File: src/include/mips_consts.svh
`ifndef MIPS_CONSTS_SVH
`define MIPS_CONSTS_SVH

// Data path and address width
`define XLEN 32

// Architectural register file
`define REG_COUNT 32
`define REG_ADDR_W 5

// Fetch requests allowed in flight at once
`define MAX_INFLIGHT 2

// First fetch address after reset
`define RESET_PC 32'h0000_0000

`endif

File: src/source/mips_pkg.sv
`include "mips_consts.svh"

package mips_pkg;

    // NOP comes first so that a cleared field decodes as NOP
    typedef enum logic [5:0] {
        NOP,
        ADD, SUB, ADDU, SUBU, AND, OR, XOR, NOR, SLT, SLTU,
        SLL, SLLV, SRL, SRLV, SRA, SRAV, JALR, JR,
        ADDI, ADDIU, ANDI, ORI, XORI, LUI, SLTI, SLTIU,
        LW, LH, LHU, LB, LBU, SW, SH, SB,
        BEQ, BNE, BLEZ, BGTZ, BGEZ, BLTZ, J, JAL
    } instrSym;

    typedef struct packed {
        logic [5:0] opcode;
        logic [4:0] rs;
        logic [4:0] rt;
        logic [4:0] rd;
        logic [4:0] shamt;
        logic [5:0] funct;
    } rFormat;

    typedef struct packed {
        logic [5:0]  opcode;
        logic [4:0]  rs;
        logic [4:0]  rt;
        logic [15:0] imm16;
    } ijFormat;

    // Jump target overlays rs, rt and imm16 of the I/J view
    typedef struct packed {
        logic [5:0]  opcode;
        logic [25:0] jmpAddr;
    } jFormat;

    typedef union packed {
        rFormat  rView;
        ijFormat ijView;
        jFormat  jView;
    } instrWord;

    typedef struct packed {
        instrSym                sym;
        logic [`REG_ADDR_W-1:0] rs;
        logic [`REG_ADDR_W-1:0] rt;
        logic [`REG_ADDR_W-1:0] rd;
        logic [4:0]             shamt;
        logic [15:0]            imm16;
        logic [25:0]            jmpAddr;
    } decodeFields;

    typedef struct packed {
        logic             valid;
        logic [`XLEN-1:0] pc;
    } fetchReq;

    typedef struct packed {
        logic     valid;
        instrWord code;
    } fetchResp;

    typedef struct packed {
        logic                   en;
        logic [`REG_ADDR_W-1:0] addr;
        logic [`XLEN-1:0]       data;
    } wbWrite;

    typedef struct packed {
        logic                   valid;
        instrSym                sym;
        logic [`XLEN-1:0]       pc;
        logic [`XLEN-1:0]       dataRs;
        logic [`XLEN-1:0]       dataRt;
        logic [15:0]            imm16;
        logic [4:0]             shamt;
        logic [`REG_ADDR_W-1:0] regWriteAddr;
        logic [`XLEN-1:0]       regWriteData;
    } issueRec;

endpackage

File: src/source/decodeStage.sv
`include "mips_consts.svh"

module decodeStage (
    input  logic                  clk,
    input  logic                  arstN,
    input  logic [`XLEN-1:0]      pc,
    input  mips_pkg::decodeFields fields,
    input  logic [`XLEN-1:0]      rsData,
    input  logic [`XLEN-1:0]      rtData,
    input  logic                  respAccept,
    input  logic                  issueReady,
    output logic                  outFree,
    output logic                  redirectValid,
    output logic [`XLEN-1:0]      redirectPc,
    output mips_pkg::issueRec     issue
);

    logic [`XLEN-1:0]       pcPlus4;
    logic [`XLEN-1:0]       branchOffset;
    logic                   rsNeg;
    logic                   rsZero;
    logic                   taken;
    logic                   isRFormat;
    logic [`REG_ADDR_W-1:0] regWriteAddr;
    logic [`XLEN-1:0]       regWriteData;
    mips_pkg::issueRec      recNext;
    mips_pkg::issueRec      recQ;
    logic                   validQ;

    assign pcPlus4      = pc + `XLEN'd4;
    assign branchOffset = {{(`XLEN-18){fields.imm16[15]}}, fields.imm16, 2'b00};
    assign rsNeg        = rsData[`XLEN-1];
    assign rsZero       = (rsData == '0);

    // Branch condition and target
    always_comb begin
        taken      = 1'b0;
        redirectPc = pcPlus4 + branchOffset;
        case (fields.sym)
            mips_pkg::BEQ:  taken = (rsData == rtData);
            mips_pkg::BNE:  taken = (rsData != rtData);
            mips_pkg::BLEZ: taken = rsNeg || rsZero;
            mips_pkg::BGTZ: taken = !rsNeg && !rsZero;
            mips_pkg::BLTZ: taken = rsNeg;
            mips_pkg::BGEZ: taken = !rsNeg;
            mips_pkg::J, mips_pkg::JAL: begin
                taken      = 1'b1;
                redirectPc = {pcPlus4[`XLEN-1:`XLEN-4], fields.jmpAddr, 2'b00};
            end
            mips_pkg::JR, mips_pkg::JALR: begin
                taken      = 1'b1;
                redirectPc = rsData;
            end
            default: taken = 1'b0;
        endcase
    end

    assign redirectValid = respAccept && taken;

    always_comb begin
        case (fields.sym)
            mips_pkg::ADD, mips_pkg::SUB, mips_pkg::ADDU, mips_pkg::SUBU,
            mips_pkg::AND, mips_pkg::OR, mips_pkg::XOR, mips_pkg::NOR,
            mips_pkg::SLT, mips_pkg::SLTU, mips_pkg::SLL, mips_pkg::SLLV,
            mips_pkg::SRL, mips_pkg::SRLV, mips_pkg::SRA, mips_pkg::SRAV,
            mips_pkg::JALR, mips_pkg::JR: isRFormat = 1'b1;
            default: isRFormat = 1'b0;
        endcase
    end

    // Destination register and the values known already at decode
    assign regWriteAddr = (fields.sym == mips_pkg::JAL) ? `REG_ADDR_W'(`REG_COUNT - 1) :
                          isRFormat ? fields.rd : fields.rt;
    assign regWriteData = (fields.sym == mips_pkg::JAL || fields.sym == mips_pkg::JALR) ?
                          pc + `XLEN'd8 :
                          (fields.sym == mips_pkg::LUI) ?
                          {fields.imm16, {(`XLEN-16){1'b0}}} : '0;

    always_comb begin
        recNext.valid        = 1'b1;
        recNext.sym          = fields.sym;
        recNext.pc           = pc;
        recNext.dataRs       = rsData;
        recNext.dataRt       = rtData;
        recNext.imm16        = fields.imm16;
        recNext.shamt        = fields.shamt;
        recNext.regWriteAddr = regWriteAddr;
        recNext.regWriteData = regWriteData;
    end

    // Output register toward execute
    assign outFree = !validQ || issueReady;

    always_ff @(posedge clk or negedge arstN) begin
        if (!arstN) begin
            validQ <= 1'b0;
        end else if (respAccept) begin
            validQ <= 1'b1;
        end else if (issueReady) begin
            validQ <= 1'b0;
        end
    end

    always_ff @(posedge clk) begin
        if (respAccept) begin
            recQ <= recNext;
        end
    end

    always_comb begin
        issue       = recQ;
        issue.valid = validQ;
    end

endmodule

File: src/source/fetchControl.sv
`include "mips_consts.svh"

module fetchControl (
    input  logic               clk,
    input  logic               arstN,
    input  logic               reqReady,
    input  mips_pkg::fetchResp resp,
    input  logic               outFree,
    input  logic               redirectValid,
    output logic               reqValid,
    output logic               advance,
    output logic               respReady,
    output logic               respAccept
);

    localparam int CountWidth = $clog2(`MAX_INFLIGHT + 1);

    typedef enum logic {RUN, FLUSH} ctrlState;

    ctrlState              state;
    ctrlState              stateNext;
    logic [CountWidth-1:0] inFlight;
    logic [CountWidth-1:0] inFlightNext;
    logic [CountWidth-1:0] dropCount;
    logic [CountWidth-1:0] dropNext;
    logic                  respDone;

    // Only grows through a grant, so valid never drops before its transfer
    assign reqValid = inFlight < CountWidth'(`MAX_INFLIGHT);
    assign advance  = reqValid && reqReady;

    // Responses wait for the output register in both states
    assign respReady  = outFree;
    assign respDone   = resp.valid && respReady;
    assign respAccept = resp.valid && (state == RUN) && outFree;

    assign inFlightNext = inFlight + CountWidth'(advance) - CountWidth'(respDone);

    always_comb begin
        stateNext = state;
        dropNext  = dropCount;
        if (state == RUN) begin
            // Everything still out after this cycle predates the new target,
            // including a request granted right now with the old pc
            if (redirectValid && inFlightNext != '0) begin
                stateNext = FLUSH;
                dropNext  = inFlightNext;
            end
        end else if (respDone) begin
            dropNext = dropCount - 1'b1;
            if (dropCount == CountWidth'(1)) begin
                stateNext = RUN;
            end
        end
    end

    always_ff @(posedge clk or negedge arstN) begin
        if (!arstN) begin
            state     <= RUN;
            inFlight  <= '0;
            dropCount <= '0;
        end else begin
            state     <= stateNext;
            inFlight  <= inFlightNext;
            dropCount <= dropNext;
        end
    end

endmodule

File: src/source/fetchCounter.sv
`include "mips_consts.svh"

module fetchCounter (
    input  logic             clk,
    input  logic             arstN,
    input  logic             advance,
    input  logic             redirectValid,
    input  logic [`XLEN-1:0] redirectPc,
    output logic [`XLEN-1:0] pc
);

    // Redirect wins over a sequential step in the same cycle
    always_ff @(posedge clk or negedge arstN) begin
        if (!arstN) begin
            pc <= `RESET_PC;
        end else if (redirectValid) begin
            pc <= redirectPc;
        end else if (advance) begin
            pc <= pc + `XLEN'd4;
        end
    end

endmodule

File: src/source/instrDecoder.sv
module instrDecoder (
    input  mips_pkg::instrWord    code,
    output mips_pkg::decodeFields fields
);

    // Special opcode, selected by funct
    function automatic mips_pkg::instrSym rSym(input logic [5:0] funct);
        case (funct)
            6'b100000: return mips_pkg::ADD;
            6'b100010: return mips_pkg::SUB;
            6'b100001: return mips_pkg::ADDU;
            6'b100011: return mips_pkg::SUBU;
            6'b100100: return mips_pkg::AND;
            6'b100101: return mips_pkg::OR;
            6'b100110: return mips_pkg::XOR;
            6'b100111: return mips_pkg::NOR;
            6'b101010: return mips_pkg::SLT;
            6'b101011: return mips_pkg::SLTU;
            6'b000000: return mips_pkg::SLL;
            6'b000100: return mips_pkg::SLLV;
            6'b000010: return mips_pkg::SRL;
            6'b000110: return mips_pkg::SRLV;
            6'b000011: return mips_pkg::SRA;
            6'b000111: return mips_pkg::SRAV;
            6'b001001: return mips_pkg::JALR;
            6'b001000: return mips_pkg::JR;
            default:   return mips_pkg::NOP;
        endcase
    endfunction

    function automatic mips_pkg::instrSym ijSym(input logic [5:0] opcode);
        case (opcode)
            6'b001000: return mips_pkg::ADDI;
            6'b001001: return mips_pkg::ADDIU;
            6'b001100: return mips_pkg::ANDI;
            6'b001101: return mips_pkg::ORI;
            6'b001110: return mips_pkg::XORI;
            6'b001111: return mips_pkg::LUI;
            6'b001010: return mips_pkg::SLTI;
            6'b001011: return mips_pkg::SLTIU;
            6'b100011: return mips_pkg::LW;
            6'b100001: return mips_pkg::LH;
            6'b100101: return mips_pkg::LHU;
            6'b100000: return mips_pkg::LB;
            6'b100100: return mips_pkg::LBU;
            6'b101011: return mips_pkg::SW;
            6'b101001: return mips_pkg::SH;
            6'b101000: return mips_pkg::SB;
            6'b000100: return mips_pkg::BEQ;
            6'b000101: return mips_pkg::BNE;
            6'b000110: return mips_pkg::BLEZ;
            6'b000111: return mips_pkg::BGTZ;
            6'b000010: return mips_pkg::J;
            6'b000011: return mips_pkg::JAL;
            default:   return mips_pkg::NOP;
        endcase
    endfunction

    always_comb begin
        fields = '0;
        if (code.rView.opcode == 6'b000000) begin
            fields.sym   = rSym(code.rView.funct);
            fields.rs    = code.rView.rs;
            fields.rt    = code.rView.rt;
            fields.rd    = code.rView.rd;
            fields.shamt = code.rView.shamt;
        end else begin
            // Regimm branches are told apart by the rt field
            if (code.ijView.opcode == 6'b000001) begin
                if (code.ijView.rt == 5'b00001) begin
                    fields.sym = mips_pkg::BGEZ;
                end else if (code.ijView.rt == 5'b00000) begin
                    fields.sym = mips_pkg::BLTZ;
                end
            end else begin
                fields.sym = ijSym(code.ijView.opcode);
            end
            fields.rs      = code.ijView.rs;
            fields.rt      = code.ijView.rt;
            fields.imm16   = code.ijView.imm16;
            fields.jmpAddr = code.jView.jmpAddr;
        end
        // All-zero word would otherwise decode as SLL
        if (code == '0) begin
            fields.sym = mips_pkg::NOP;
        end
    end

endmodule

File: src/source/mipsFrontEnd.sv
`include "mips_consts.svh"

module mipsFrontEnd (
    input  logic               clk,
    input  logic               arstN,
    input  logic               fetchReqReady,
    input  mips_pkg::fetchResp fetchResp,
    input  mips_pkg::wbWrite   wb,
    input  logic               issueReady,
    output mips_pkg::fetchReq  fetchReq,
    output logic               fetchRespReady,
    output mips_pkg::issueRec  issue
);

    localparam int PtrWidth   = (`MAX_INFLIGHT > 1) ? $clog2(`MAX_INFLIGHT) : 1;
    localparam int CountWidth = $clog2(`MAX_INFLIGHT + 1);

    logic [`XLEN-1:0]      pc;
    logic                  reqValid;
    logic                  advance;
    logic                  respAccept;
    logic                  outFree;
    logic                  redirectValid;
    logic [`XLEN-1:0]      redirectPc;
    mips_pkg::decodeFields fields;
    logic [`XLEN-1:0]      rsData;
    logic [`XLEN-1:0]      rtData;
    logic [`XLEN-1:0]      pcQueue [`MAX_INFLIGHT];
    logic [PtrWidth-1:0]   wrPtr;
    logic [PtrWidth-1:0]   rdPtr;
    logic [CountWidth-1:0] qCount;
    logic                  push;
    logic                  pop;
    logic [`XLEN-1:0]      respPc;

    function automatic logic [PtrWidth-1:0] nextPtr(input logic [PtrWidth-1:0] ptr);
        return (ptr == PtrWidth'(`MAX_INFLIGHT - 1)) ? '0 : ptr + 1'b1;
    endfunction

    assign fetchReq = '{valid: reqValid, pc: pc};

    // In-order record of request addresses, one entry per request in flight
    assign push = fetchReq.valid && fetchReqReady;
    assign pop  = fetchResp.valid && fetchRespReady;

    always_ff @(posedge clk or negedge arstN) begin
        if (!arstN) begin
            wrPtr  <= '0;
            rdPtr  <= '0;
            qCount <= '0;
        end else begin
            if (push) begin
                wrPtr <= nextPtr(wrPtr);
            end
            if (pop) begin
                rdPtr <= nextPtr(rdPtr);
            end
            qCount <= qCount + CountWidth'(push) - CountWidth'(pop);
        end
    end

    always_ff @(posedge clk) begin
        if (push) begin
            pcQueue[wrPtr] <= pc;
        end
    end

    // A response in the same cycle as its request takes the live pc
    assign respPc = (qCount == '0) ? pc : pcQueue[rdPtr];

    fetchCounter fetchCounter_inst (
        .clk           (clk),
        .arstN         (arstN),
        .advance       (advance),
        .redirectValid (redirectValid),
        .redirectPc    (redirectPc),
        .pc            (pc)
    );

    fetchControl fetchControl_inst (
        .clk           (clk),
        .arstN         (arstN),
        .reqReady      (fetchReqReady),
        .resp          (fetchResp),
        .outFree       (outFree),
        .redirectValid (redirectValid),
        .reqValid      (reqValid),
        .advance       (advance),
        .respReady     (fetchRespReady),
        .respAccept    (respAccept)
    );

    instrDecoder instrDecoder_inst (
        .code   (fetchResp.code),
        .fields (fields)
    );

    regFile regFile_inst (
        .clk    (clk),
        .arstN  (arstN),
        .wEn    (wb.en),
        .wAddr  (wb.addr),
        .wData  (wb.data),
        .rAddr1 (fields.rs),
        .rAddr2 (fields.rt),
        .rData1 (rsData),
        .rData2 (rtData)
    );

    decodeStage decodeStage_inst (
        .clk           (clk),
        .arstN         (arstN),
        .pc            (respPc),
        .fields        (fields),
        .rsData        (rsData),
        .rtData        (rtData),
        .respAccept    (respAccept),
        .issueReady    (issueReady),
        .outFree       (outFree),
        .redirectValid (redirectValid),
        .redirectPc    (redirectPc),
        .issue         (issue)
    );

endmodule

File: src/source/regFile.sv
`include "mips_consts.svh"

module regFile (
    input  logic                   clk,
    input  logic                   arstN,
    input  logic                   wEn,
    input  logic [`REG_ADDR_W-1:0] wAddr,
    input  logic [`XLEN-1:0]       wData,
    input  logic [`REG_ADDR_W-1:0] rAddr1,
    input  logic [`REG_ADDR_W-1:0] rAddr2,
    output logic [`XLEN-1:0]       rData1,
    output logic [`XLEN-1:0]       rData2
);

    // Register 0 has no storage
    logic [`XLEN-1:0] regs [1:`REG_COUNT-1];

    always_ff @(posedge clk or negedge arstN) begin
        if (!arstN) begin
            for (int i = 1; i < `REG_COUNT; i++) begin
                regs[i] <= '0;
            end
        end else if (wEn && wAddr != '0) begin
            regs[wAddr] <= wData;
        end
    end

    // Same-cycle write shows through to the readers
    assign rData1 = (rAddr1 == '0) ? '0 :
                    (wEn && wAddr == rAddr1) ? wData : regs[rAddr1];
    assign rData2 = (rAddr2 == '0) ? '0 :
                    (wEn && wAddr == rAddr2) ? wData : regs[rAddr2];

endmodule
File: config.mk
export PLATFORM = sky130hd
export DESIGN_NAME = mipsFrontEnd
export DESIGN_NICKNAME = d
export VERILOG_FILES = /design/src/source/mips_pkg.sv /design/src/source/decodeStage.sv /design/src/source/fetchControl.sv /design/src/source/fetchCounter.sv /design/src/source/instrDecoder.sv /design/src/source/mipsFrontEnd.sv /design/src/source/regFile.sv
export VERILOG_INCLUDE_DIRS = /design/src /design/src/include
export SDC_FILE = /design/constraint.sdc
export NUM_CORES = 2
export LEC_CHECK = 0
export BUFFER_PORTS_ARGS = -buffer_cell sky130_fd_sc_hd__buf_2
export CAP_MARGIN = 20
export CORE_MARGIN = 10
export CORE_UTILIZATION = 57
export CTS_CLUSTER_DIAMETER = 80
export CTS_CLUSTER_SIZE = 16
export DETAILED_ROUTE_END_ITERATION = 12
export PLACE_DENSITY = 0.81
export SYNTH_ARGS = -nofsm -noshare
export SYNTH_HDL_FRONTEND = slang
export SYNTH_HIERARCHICAL = 1
export SYNTH_SLANG_ARGS = --single-unit
File: constraint.sdc
create_clock -name clk -period 8.9 [get_ports clk]
set_input_delay 1.78 -clock clk [delete_from_list [all_inputs] [get_ports clk]]
set_output_delay 1.78 -clock clk [all_outputs]
set_load 0.01 [all_outputs]
== Word-level counts from Yosys, hierarchy flattened ==
Memories as Yosys holds them, arrays and structs flattened.
Cells that the tools add are included.
W data, S select, Z words.
Cells by class
  $add $sub $neg: 11
  magnitude comparators: 5
  eq/ne operators: 19
  muxes and demuxes: 42
  bitwise gates (word level): 4
  reduce and logical (&&, ||, !) cells: 33
Operators by type and width (count)
  $bwmux W992: 1
  $mux W32: 14
  $bmux W32 S5: 2
  $demux W32 S5: 1
  $add A32 B3 Y32 const B: 2
  $logic_not A32 Y1: 2
  $pmux W32 S2: 1
  $eq A6 B6 Y1 const B: 8
  $mux W42: 1
  $add A32 B32 Y32: 1
  $add A32 B4 Y32 const B: 1
  $eq A32 B32 Y1: 1
  $ne A32 B32 Y1: 1
  $mux W6: 4
  $eq A6 B5 Y1 const B: 3
  $ge A6 B6 Y1 const B: 3
  $not A5 Y6: 3
  $mux W16: 1
  $logic_not A5 Y1: 3
  $logic_and A1 B1 Y1: 11
  $mux W1: 11
  $eq A5 B5 Y1: 2
  $mux W10: 1
  $reduce_bool A2 Y1: 4
  other kinds (22): 32
Storage, ports and cells
  register bits after elaboration: 1194
  bits in writable memories: 64
  ROM bits: 736
  bits of input ports: 75
  output and inout bits: 195
  word-level logic and storage cells: 165
  memories kept: 4
Memory list
  (name not given): words 64, width 6, read ports 1, clocked after Yosys merged registers in 0, wr ports 0, RTL line instrDecoder.sv:32  | case (opcode)
  (name not given): words 64, width 5, read ports 1, clocked after Yosys merged registers in 0, wr ports 0, RTL line instrDecoder.sv:8  | case (funct)
  pcQueue: words 2, width 32, read ports 1, clocked after Yosys merged registers in 0, wr ports 1, RTL line mipsFrontEnd.sv:28  | logic [`XLEN-1:0] pcQueue [`MAX_INFLIGHT];
  (name not given): words 32, width 1, read ports 1, clocked after Yosys merged registers in 0, wr ports 0, RTL line decodeStage.sv:61  | case (fields.sym)

== Longest topological paths before layout ==
  depth in word-level cells: 19
  mapped depth: 26
  mapped depth without buffers: 22

== By module ==
Netlist, hierarchy kept.
By module, submodules not included
  regFile: times used 1, cells an instance 3632, area an instance 53675.2 µm², seq. area each 24823.8 µm²
  decodeStage: times used 1, cells an instance 760, area an instance 8767.2 µm², seq. area each 4829.6 µm²
  mipsFrontEnd: times used 1, cells an instance 188, area an instance 2824.0 µm², seq. area each 2021.9 µm²
  fetchCounter: times used 1, cells an instance 200, area an instance 1820.5 µm², seq. area each 800.8 µm²
  instrDecoder: times used 1, cells an instance 183, area an instance 1199.9 µm², seq. area each 0.0 µm²
  fetchControl: times used 1, cells an instance 36, area an instance 320.3 µm², seq. area each 125.1 µm²

== Least setup slack after synthesis ==
Ideal clock, no wire load.
  path type: in2reg
  start: input issueReady
  end: register fetchCounter_inst.pc[22]
  library setup time: 0.141 ns
  data arrival time: 10.339 ns
  data required time: 8.759 ns
  setup slack: -1.580 ns
  stages on the path: 9
  path buffers: 2
  path through: nand2b_1 -> nand2_1 -> nor2_1 -> a21boi_0 -> clkbuf_1 -> clkinv_1 -> clkbuf_1 -> nor2_1 -> a31oi_1
On the way
  word-level cells in the longest chain between the ends: 4
  elaborated cells between the ends (all ways): 5
  those cells by class: mux (1); reduce/logical (4)
Ends and longest elaborated chain
  from (decl): RTL line mipsFrontEnd.sv:9  | input logic issueReady,
  $logic_or A1 B1 Y1 *: RTL line decodeStage.sv:92  | assign outFree = !validQ || issueReady;
  $logic_and A1 B1 Y1 *: RTL line fetchControl.sv:35  | assign respAccept = resp.valid && (state == RUN) && outFree;
  named net respAccept: RTL line mipsFrontEnd.sv:21  | logic respAccept;
  $logic_and A1 B1 Y1 *: RTL line decodeStage.sv:58  | assign redirectValid = respAccept && taken;
  named net redirectValid: RTL line mipsFrontEnd.sv:23  | logic redirectValid;
  $mux W32 or $reduce_bool A2 Y1 (tied branches)
  to (signal assigned): RTL line fetchCounter.sv:15  | pc <= `RESET_PC;
  to (signal assigned): RTL line fetchCounter.sv:17  | pc <= redirectPc;
  to (signal assigned): RTL line fetchCounter.sv:19  | pc <= pc + `XLEN'd4;
  to (decl): RTL line fetchCounter.sv:9  | output logic [`XLEN-1:0] pc
The timed path passes the listed nets; every way through them passes the cells marked *.
A chain may end at the register's enable or synchronous reset.

== Final worst setup path ==
  start: input fetchResp[21] (netlist bit)
  end: register fetchCounter_inst.pc[25]
On the way
  word-level cells in the longest chain between the ends: 13
  elaborated cells between the ends (all ways): 37
  those cells by class: eq/ne (13); mux (10); bitwise (1); reduce/logical (13)
Ends and longest elaborated chain
  from (decl): RTL line mipsFrontEnd.sv:7  | input mips_pkg::fetchResp fetchResp,
  $mux W16 *: RTL line instrDecoder.sv:61  | if (code.rView.opcode == 6'b000000) begin
  $not A5 Y6 (not written as such): RTL line regFile.sv:30  | (wEn && wAddr == rAddr1) ? wData : regs[rAddr1];
  $bmux W32 S5: RTL line regFile.sv:30
  $mux W32 (not written as such) (2 in series): RTL line regFile.sv:30
  $mux W32: RTL line regFile.sv:30
  $mux W32 *: RTL line regFile.sv:29  | assign rData1 = (rAddr1 == '0) ? '0 :
  named net rsData[4]: RTL line mipsFrontEnd.sv:26  | logic [`XLEN-1:0] rsData;
  $logic_not A32 Y1: RTL line decodeStage.sv:33  | assign rsZero = (rsData == '0);
  $logic_not A1 Y1: RTL line decodeStage.sv:43  | mips_pkg::BGTZ: taken = !rsNeg && !rsZero;
  $logic_and A1 B1 Y1: RTL line decodeStage.sv:43
  $pmux W1 S7 *: RTL line decodeStage.sv:39  | case (fields.sym)
  $logic_and A1 B1 Y1 *: RTL line decodeStage.sv:58
  named net redirectValid: RTL line mipsFrontEnd.sv:23
  $mux W32 or $reduce_bool A2 Y1 (tied branches)
The timed path passes the listed nets; every way through them passes the cells marked *. The select of a mux whose other input is x is not followed.

==> results.py <==
metrics = {
    "clock_network": {
        "clk_path_buf_depth": 3,
        "clk_latency_ns": 0.71,
        "post_cts_buffers": 0,
        "holdBufCountCts": 0,
        "cts.reportedPaths.clkPinSlew_ns": 0.07,
        "clock_sinks": 1258,
        "htree_levels": 3,
        "cts_buffers": 90,
        "cts_root_buf": "clkbuf_16",
        "cts-resized-gates": 0,
        "cts_tree": "done",
    },
    "global_routing": {
        "grt_pass1_wl_um": 329000,
        "grt_max_degree": 180,
        "grt_pass1_vias": 48580,
        "antenna_found_initial": 19,
        "grt_usage_pct": 32.59,
        "overflow": 0,
    },
    "logic_synthesis": {
        "ys_warn_count": 6,
        "synth_edf_count": 224,
        "syn_area_um2": 68610,
        "ys_top_cells_by_area": "dfrtp_1, mux2_2, mux4_2",
        "synthMuxAreaShare_pct": 33.62,
        "synth.avg_cell_area_um2": 13.72,
        "async_reset_ff_share_pct": 82.19,
        "yosys_most_used_dff": "dfrtp_1",
        "synth_top_area_share_pct": 37.71,
        "ys_types": 99,
        "yosys.area.top_type": "dfrtp_1",
        "synthXorXnorAreaFrac_pct": 1.838,
        "ys_ff_latch": 1258,
        "synth_top_family_by_area": "multiplexers",
        "synth-seq-area-share_pct": 47.52,
        "synthAdderAreaFrac_pct": 0.9046,
        "postSynthCellCount": 4999,
        "synth-simple-area-share_pct": 5.475,
        "synth_compound_area_share_pct": 6.775,
        "syn_nets": 5123,
    },
    "outcome": {
        "outcome": "completed",
    },
    "critical_path": {
        "r2r_end": "fetchCounter_inst/pc[27]",
        "crit_cells": 16,
        "start_kind": "primary input",
        "rr_startpoint": "qCount[1]",
        "r2r_slack_ns": 2.08,
        "cp_num_buf_inv": 3,
        "crit_type": "in -> reg",
        "cpPeakStageDelay_ns": 0.91,
        "critical_path.max_fanout": 55,
        "path_cells": "buf_8 -> xor2_1 -> nor4_1 -> and3_2 -> buf_4 -> a211oi_1 -> nor3_1 -> xor2_1 -> nor4_1 -> nand4_1 -> o41ai_1 -> nand2_1 -> a21boi_4 -> clkinv_1 -> nor2_1 -> a31oi_1",
        "critical-path-top-delay-family": "simple AND/OR/NAND/NOR gates",
        "endpoint": "fetchCounter_inst/pc[25]",
        "required_ns": 9.46,
        "endpoint_kind": "register",
        "reg2reg_depth": 21,
        "cp.arrival_ns": 8.05,
        "setup.worst_path.start": "fetchResp[21]",
        "slowest_stage": "nor3_1",
    },
    "detailed_routing": {
        "final_antenna_net_count": 0,
        "wl_per_cell_um": 33.90,
        "drt_iter0_drc": 7048,
        "drt_first_pass_iters": 6,
        "drcViolationCount": 0,
        "wl_um": 226700,
        "vias_per_cell": 7.293,
        "via_count": 48780,
    },
    "power": {
        "vdd_drop_max_uv": 183.5,
        "p_leak_uw": 0.03092,
        "p_per_area_nw_per_um2": 250.8,
    },
    "sta": {
        "hold_viol": 0,
        "fin_crit_sh_pct": 84.20,
        "setup_viol": 0,
        "fin_crit_ns": 7.494,
        "tns_ns": 0,
        "fin_worst_skew_ns": 0.03385,
        "max_slew_margin_pct": 14.30,
        "report.final.slew_viol_count": 0,
        "max_freq_ghz": 0.1334,
        "grt_setup_unrepaired": "false",
        "tightestPinTransition_ns": 1.285,
        "whs_ns": 0.5138,
    },
    "placed_design": {
        "routabilityCongestion": 0.9553,
        "placed_cells": 6548,
        "port_buffers": 269,
        "postPlaceCellArea_um2": 71200,
        "post-dp-hpwl_um": 145400,
    },
    "run": {
        "timing.max_cap.violations": 0,
    },
    "min_path": {
        "hold_path_class": "reg -> reg",
        "worstHoldPathCells": 1,
    },
    "floorplan": {
        "core_um2": 119700,
        "die_y_um": 366.9,
        "row_count": 127,
        "dieWidth_um": 366.9,
        "num_io_pins": 270,
        "start_util_pct": 57.34,
        "die_area_um2": 134600,
    },
    "finish": {
        "drive_gt1_share_pct": 42.28,
        "fin_nets": 5152,
        "multi_input_area_um2": 33630,
        "fillCellCount": 8813,
        "fin_cells": 6689,
        "areaGrowthSynthToFinish_pct": 7.536,
        "post-route-util_pct": 61.66,
        "regArea_um2": 32600,
        "stdcell_area_um2": 73780,
    },
}
==> synth_stat cells, types with 52 or more instances <==
master / n
a221oi_1: 71
edfxtp_1: 224
nand2_1: 182
xnor2_1: 62
buf_1: 52
a211oi_1: 69
clkbuf_1: 246
buf_4: 67
dfrtp_1: 1034
o21ai_0: 78
mux2_2: 1088
xor2_1: 82
nor2_1: 213
a21oi_1: 83
buf_2: 99
nor3_1: 96
mux2i_1: 108
mux4_2: 426
==> kinds of logic (layout without fill, tap and decap cells) <==
group,Yosys count,in the layout
muxes,1629,1629
DFF,1258,1258
and+or+nand+nor,761,761
AOI/OAI and AO/OA,629,629
buffers and inverters,529,599
xor gates and xnor gates,144,144
adders and majority gates,49,49
other,0,8
==> worst register-to-register path, delay by kind of cell, from the launching register on <==
kind / cells / cell delay [ns]
AND/OR/NAND/NOR: 9 / 2.67
adder cells (fa/ha/maj): 2 / 0.63
AO/OA/AOI/OAI: 8 / 2.44
XOR/XNOR: 1 / 0.31
buffers and inverters: 1 / 0.32
flip-flops: 1 / 0.39
==> layer usage <==
layer	up-vias	GRT usage, %	wire (µm)
met1	25070	39.96	78970
met4	22	21.68	17740
met3	933	10.40	28590
met2	3561	49.36	101200
li1	19200	-	-
met5	-	0.3915	213
==> state kept, by name, indices dropped and copies added (netlist names) <==
register	count
wrPtr	1
pcQueue	64
fetchCounter_inst/pc	32
rdPtr	1
decodeStage_inst/validQ	1
fetchControl_inst/state	1
decodeStage_inst/issue	160
fetchControl_inst/inFlight	2
fetchControl_inst/dropCount	2
regFile_inst/regs	992
qCount	2
==> report_power, final <==
| group | switching [µW] | internal [µW] | total, µW |
|---|---|---|---|
| clock | 2050 | 1920 | 3960 |
| sequential | 1010 | 7220 | 8220 |
| combinational | 3490 | 2830 | 6320 |
==> per-stage QoR <==
step / setup WS (ns) / power, µW
detailed placement: 1.048 / 14440
finish: 1.406 / 18500
global placement: 1.071 / 14220
CTS: 1.735 / 18360
global route: 1.264 / 19160
floorplan: 1.095 / 12190
==> cell type report <==
| cell class | instances | area share, % |
|---|---|---|
| inverter | 30 | 0.1526 |
| clock inverter | 10 | 0.1577 |
| tap | 1612 | 2.734 |
| clock buffer | 123 | 3.307 |
| antenna | 8 | 0.02713 |
| multi-input combinational | 3212 | 45.59 |
| sequential | 1258 | 44.19 |
| timing repair buffer | 436 | 3.841 |
==> worst min-delay path by stage <==
stage,startpoint,slack (ns),end
3_5_place_dp,qCount[0],0.50,qCount[0]
3_3_place_gp,qCount[0],0.48,qCount[0]
5_1_grt,regFile_inst/regs[827],0.53,regFile_inst/regs[827]
6_report,qCount[0],0.51,qCount[0]
2_1_floorplan,wrPtr,0.46,wrPtr
4_1_cts,qCount[0],0.52,qCount[0]
==> placed cells by master, fill, tap and decap left out, drive strengths merged, types with 10 or more instances in the layout <==
cell type,n
nor3,97
nor2b,28
o21bai,11
nor2,213
xnor2,62
edfxtp,224
clkbuf,123
o22ai,33
a211oi,70
and3,20
inv,30
nand3b,10
nand2b,17
nor4,29
a22oi,42
nand3,44
a22o,39
clkinv,10
dfrtp,1034
and2,32
nand4,25
buf,436
or4,17
a221o,45
nor3b,10
mux2i,108
o21ai,89
ha,48
mux2,1091
a2111oi,10
o31ai,21
a21oi,87
o211ai,10
a221oi,76
o41ai,16
xor2,82
nand2,183
a21o,19
a31oi,30
mux4,430
No activity file was read; power rests on OpenSTA's default activity.
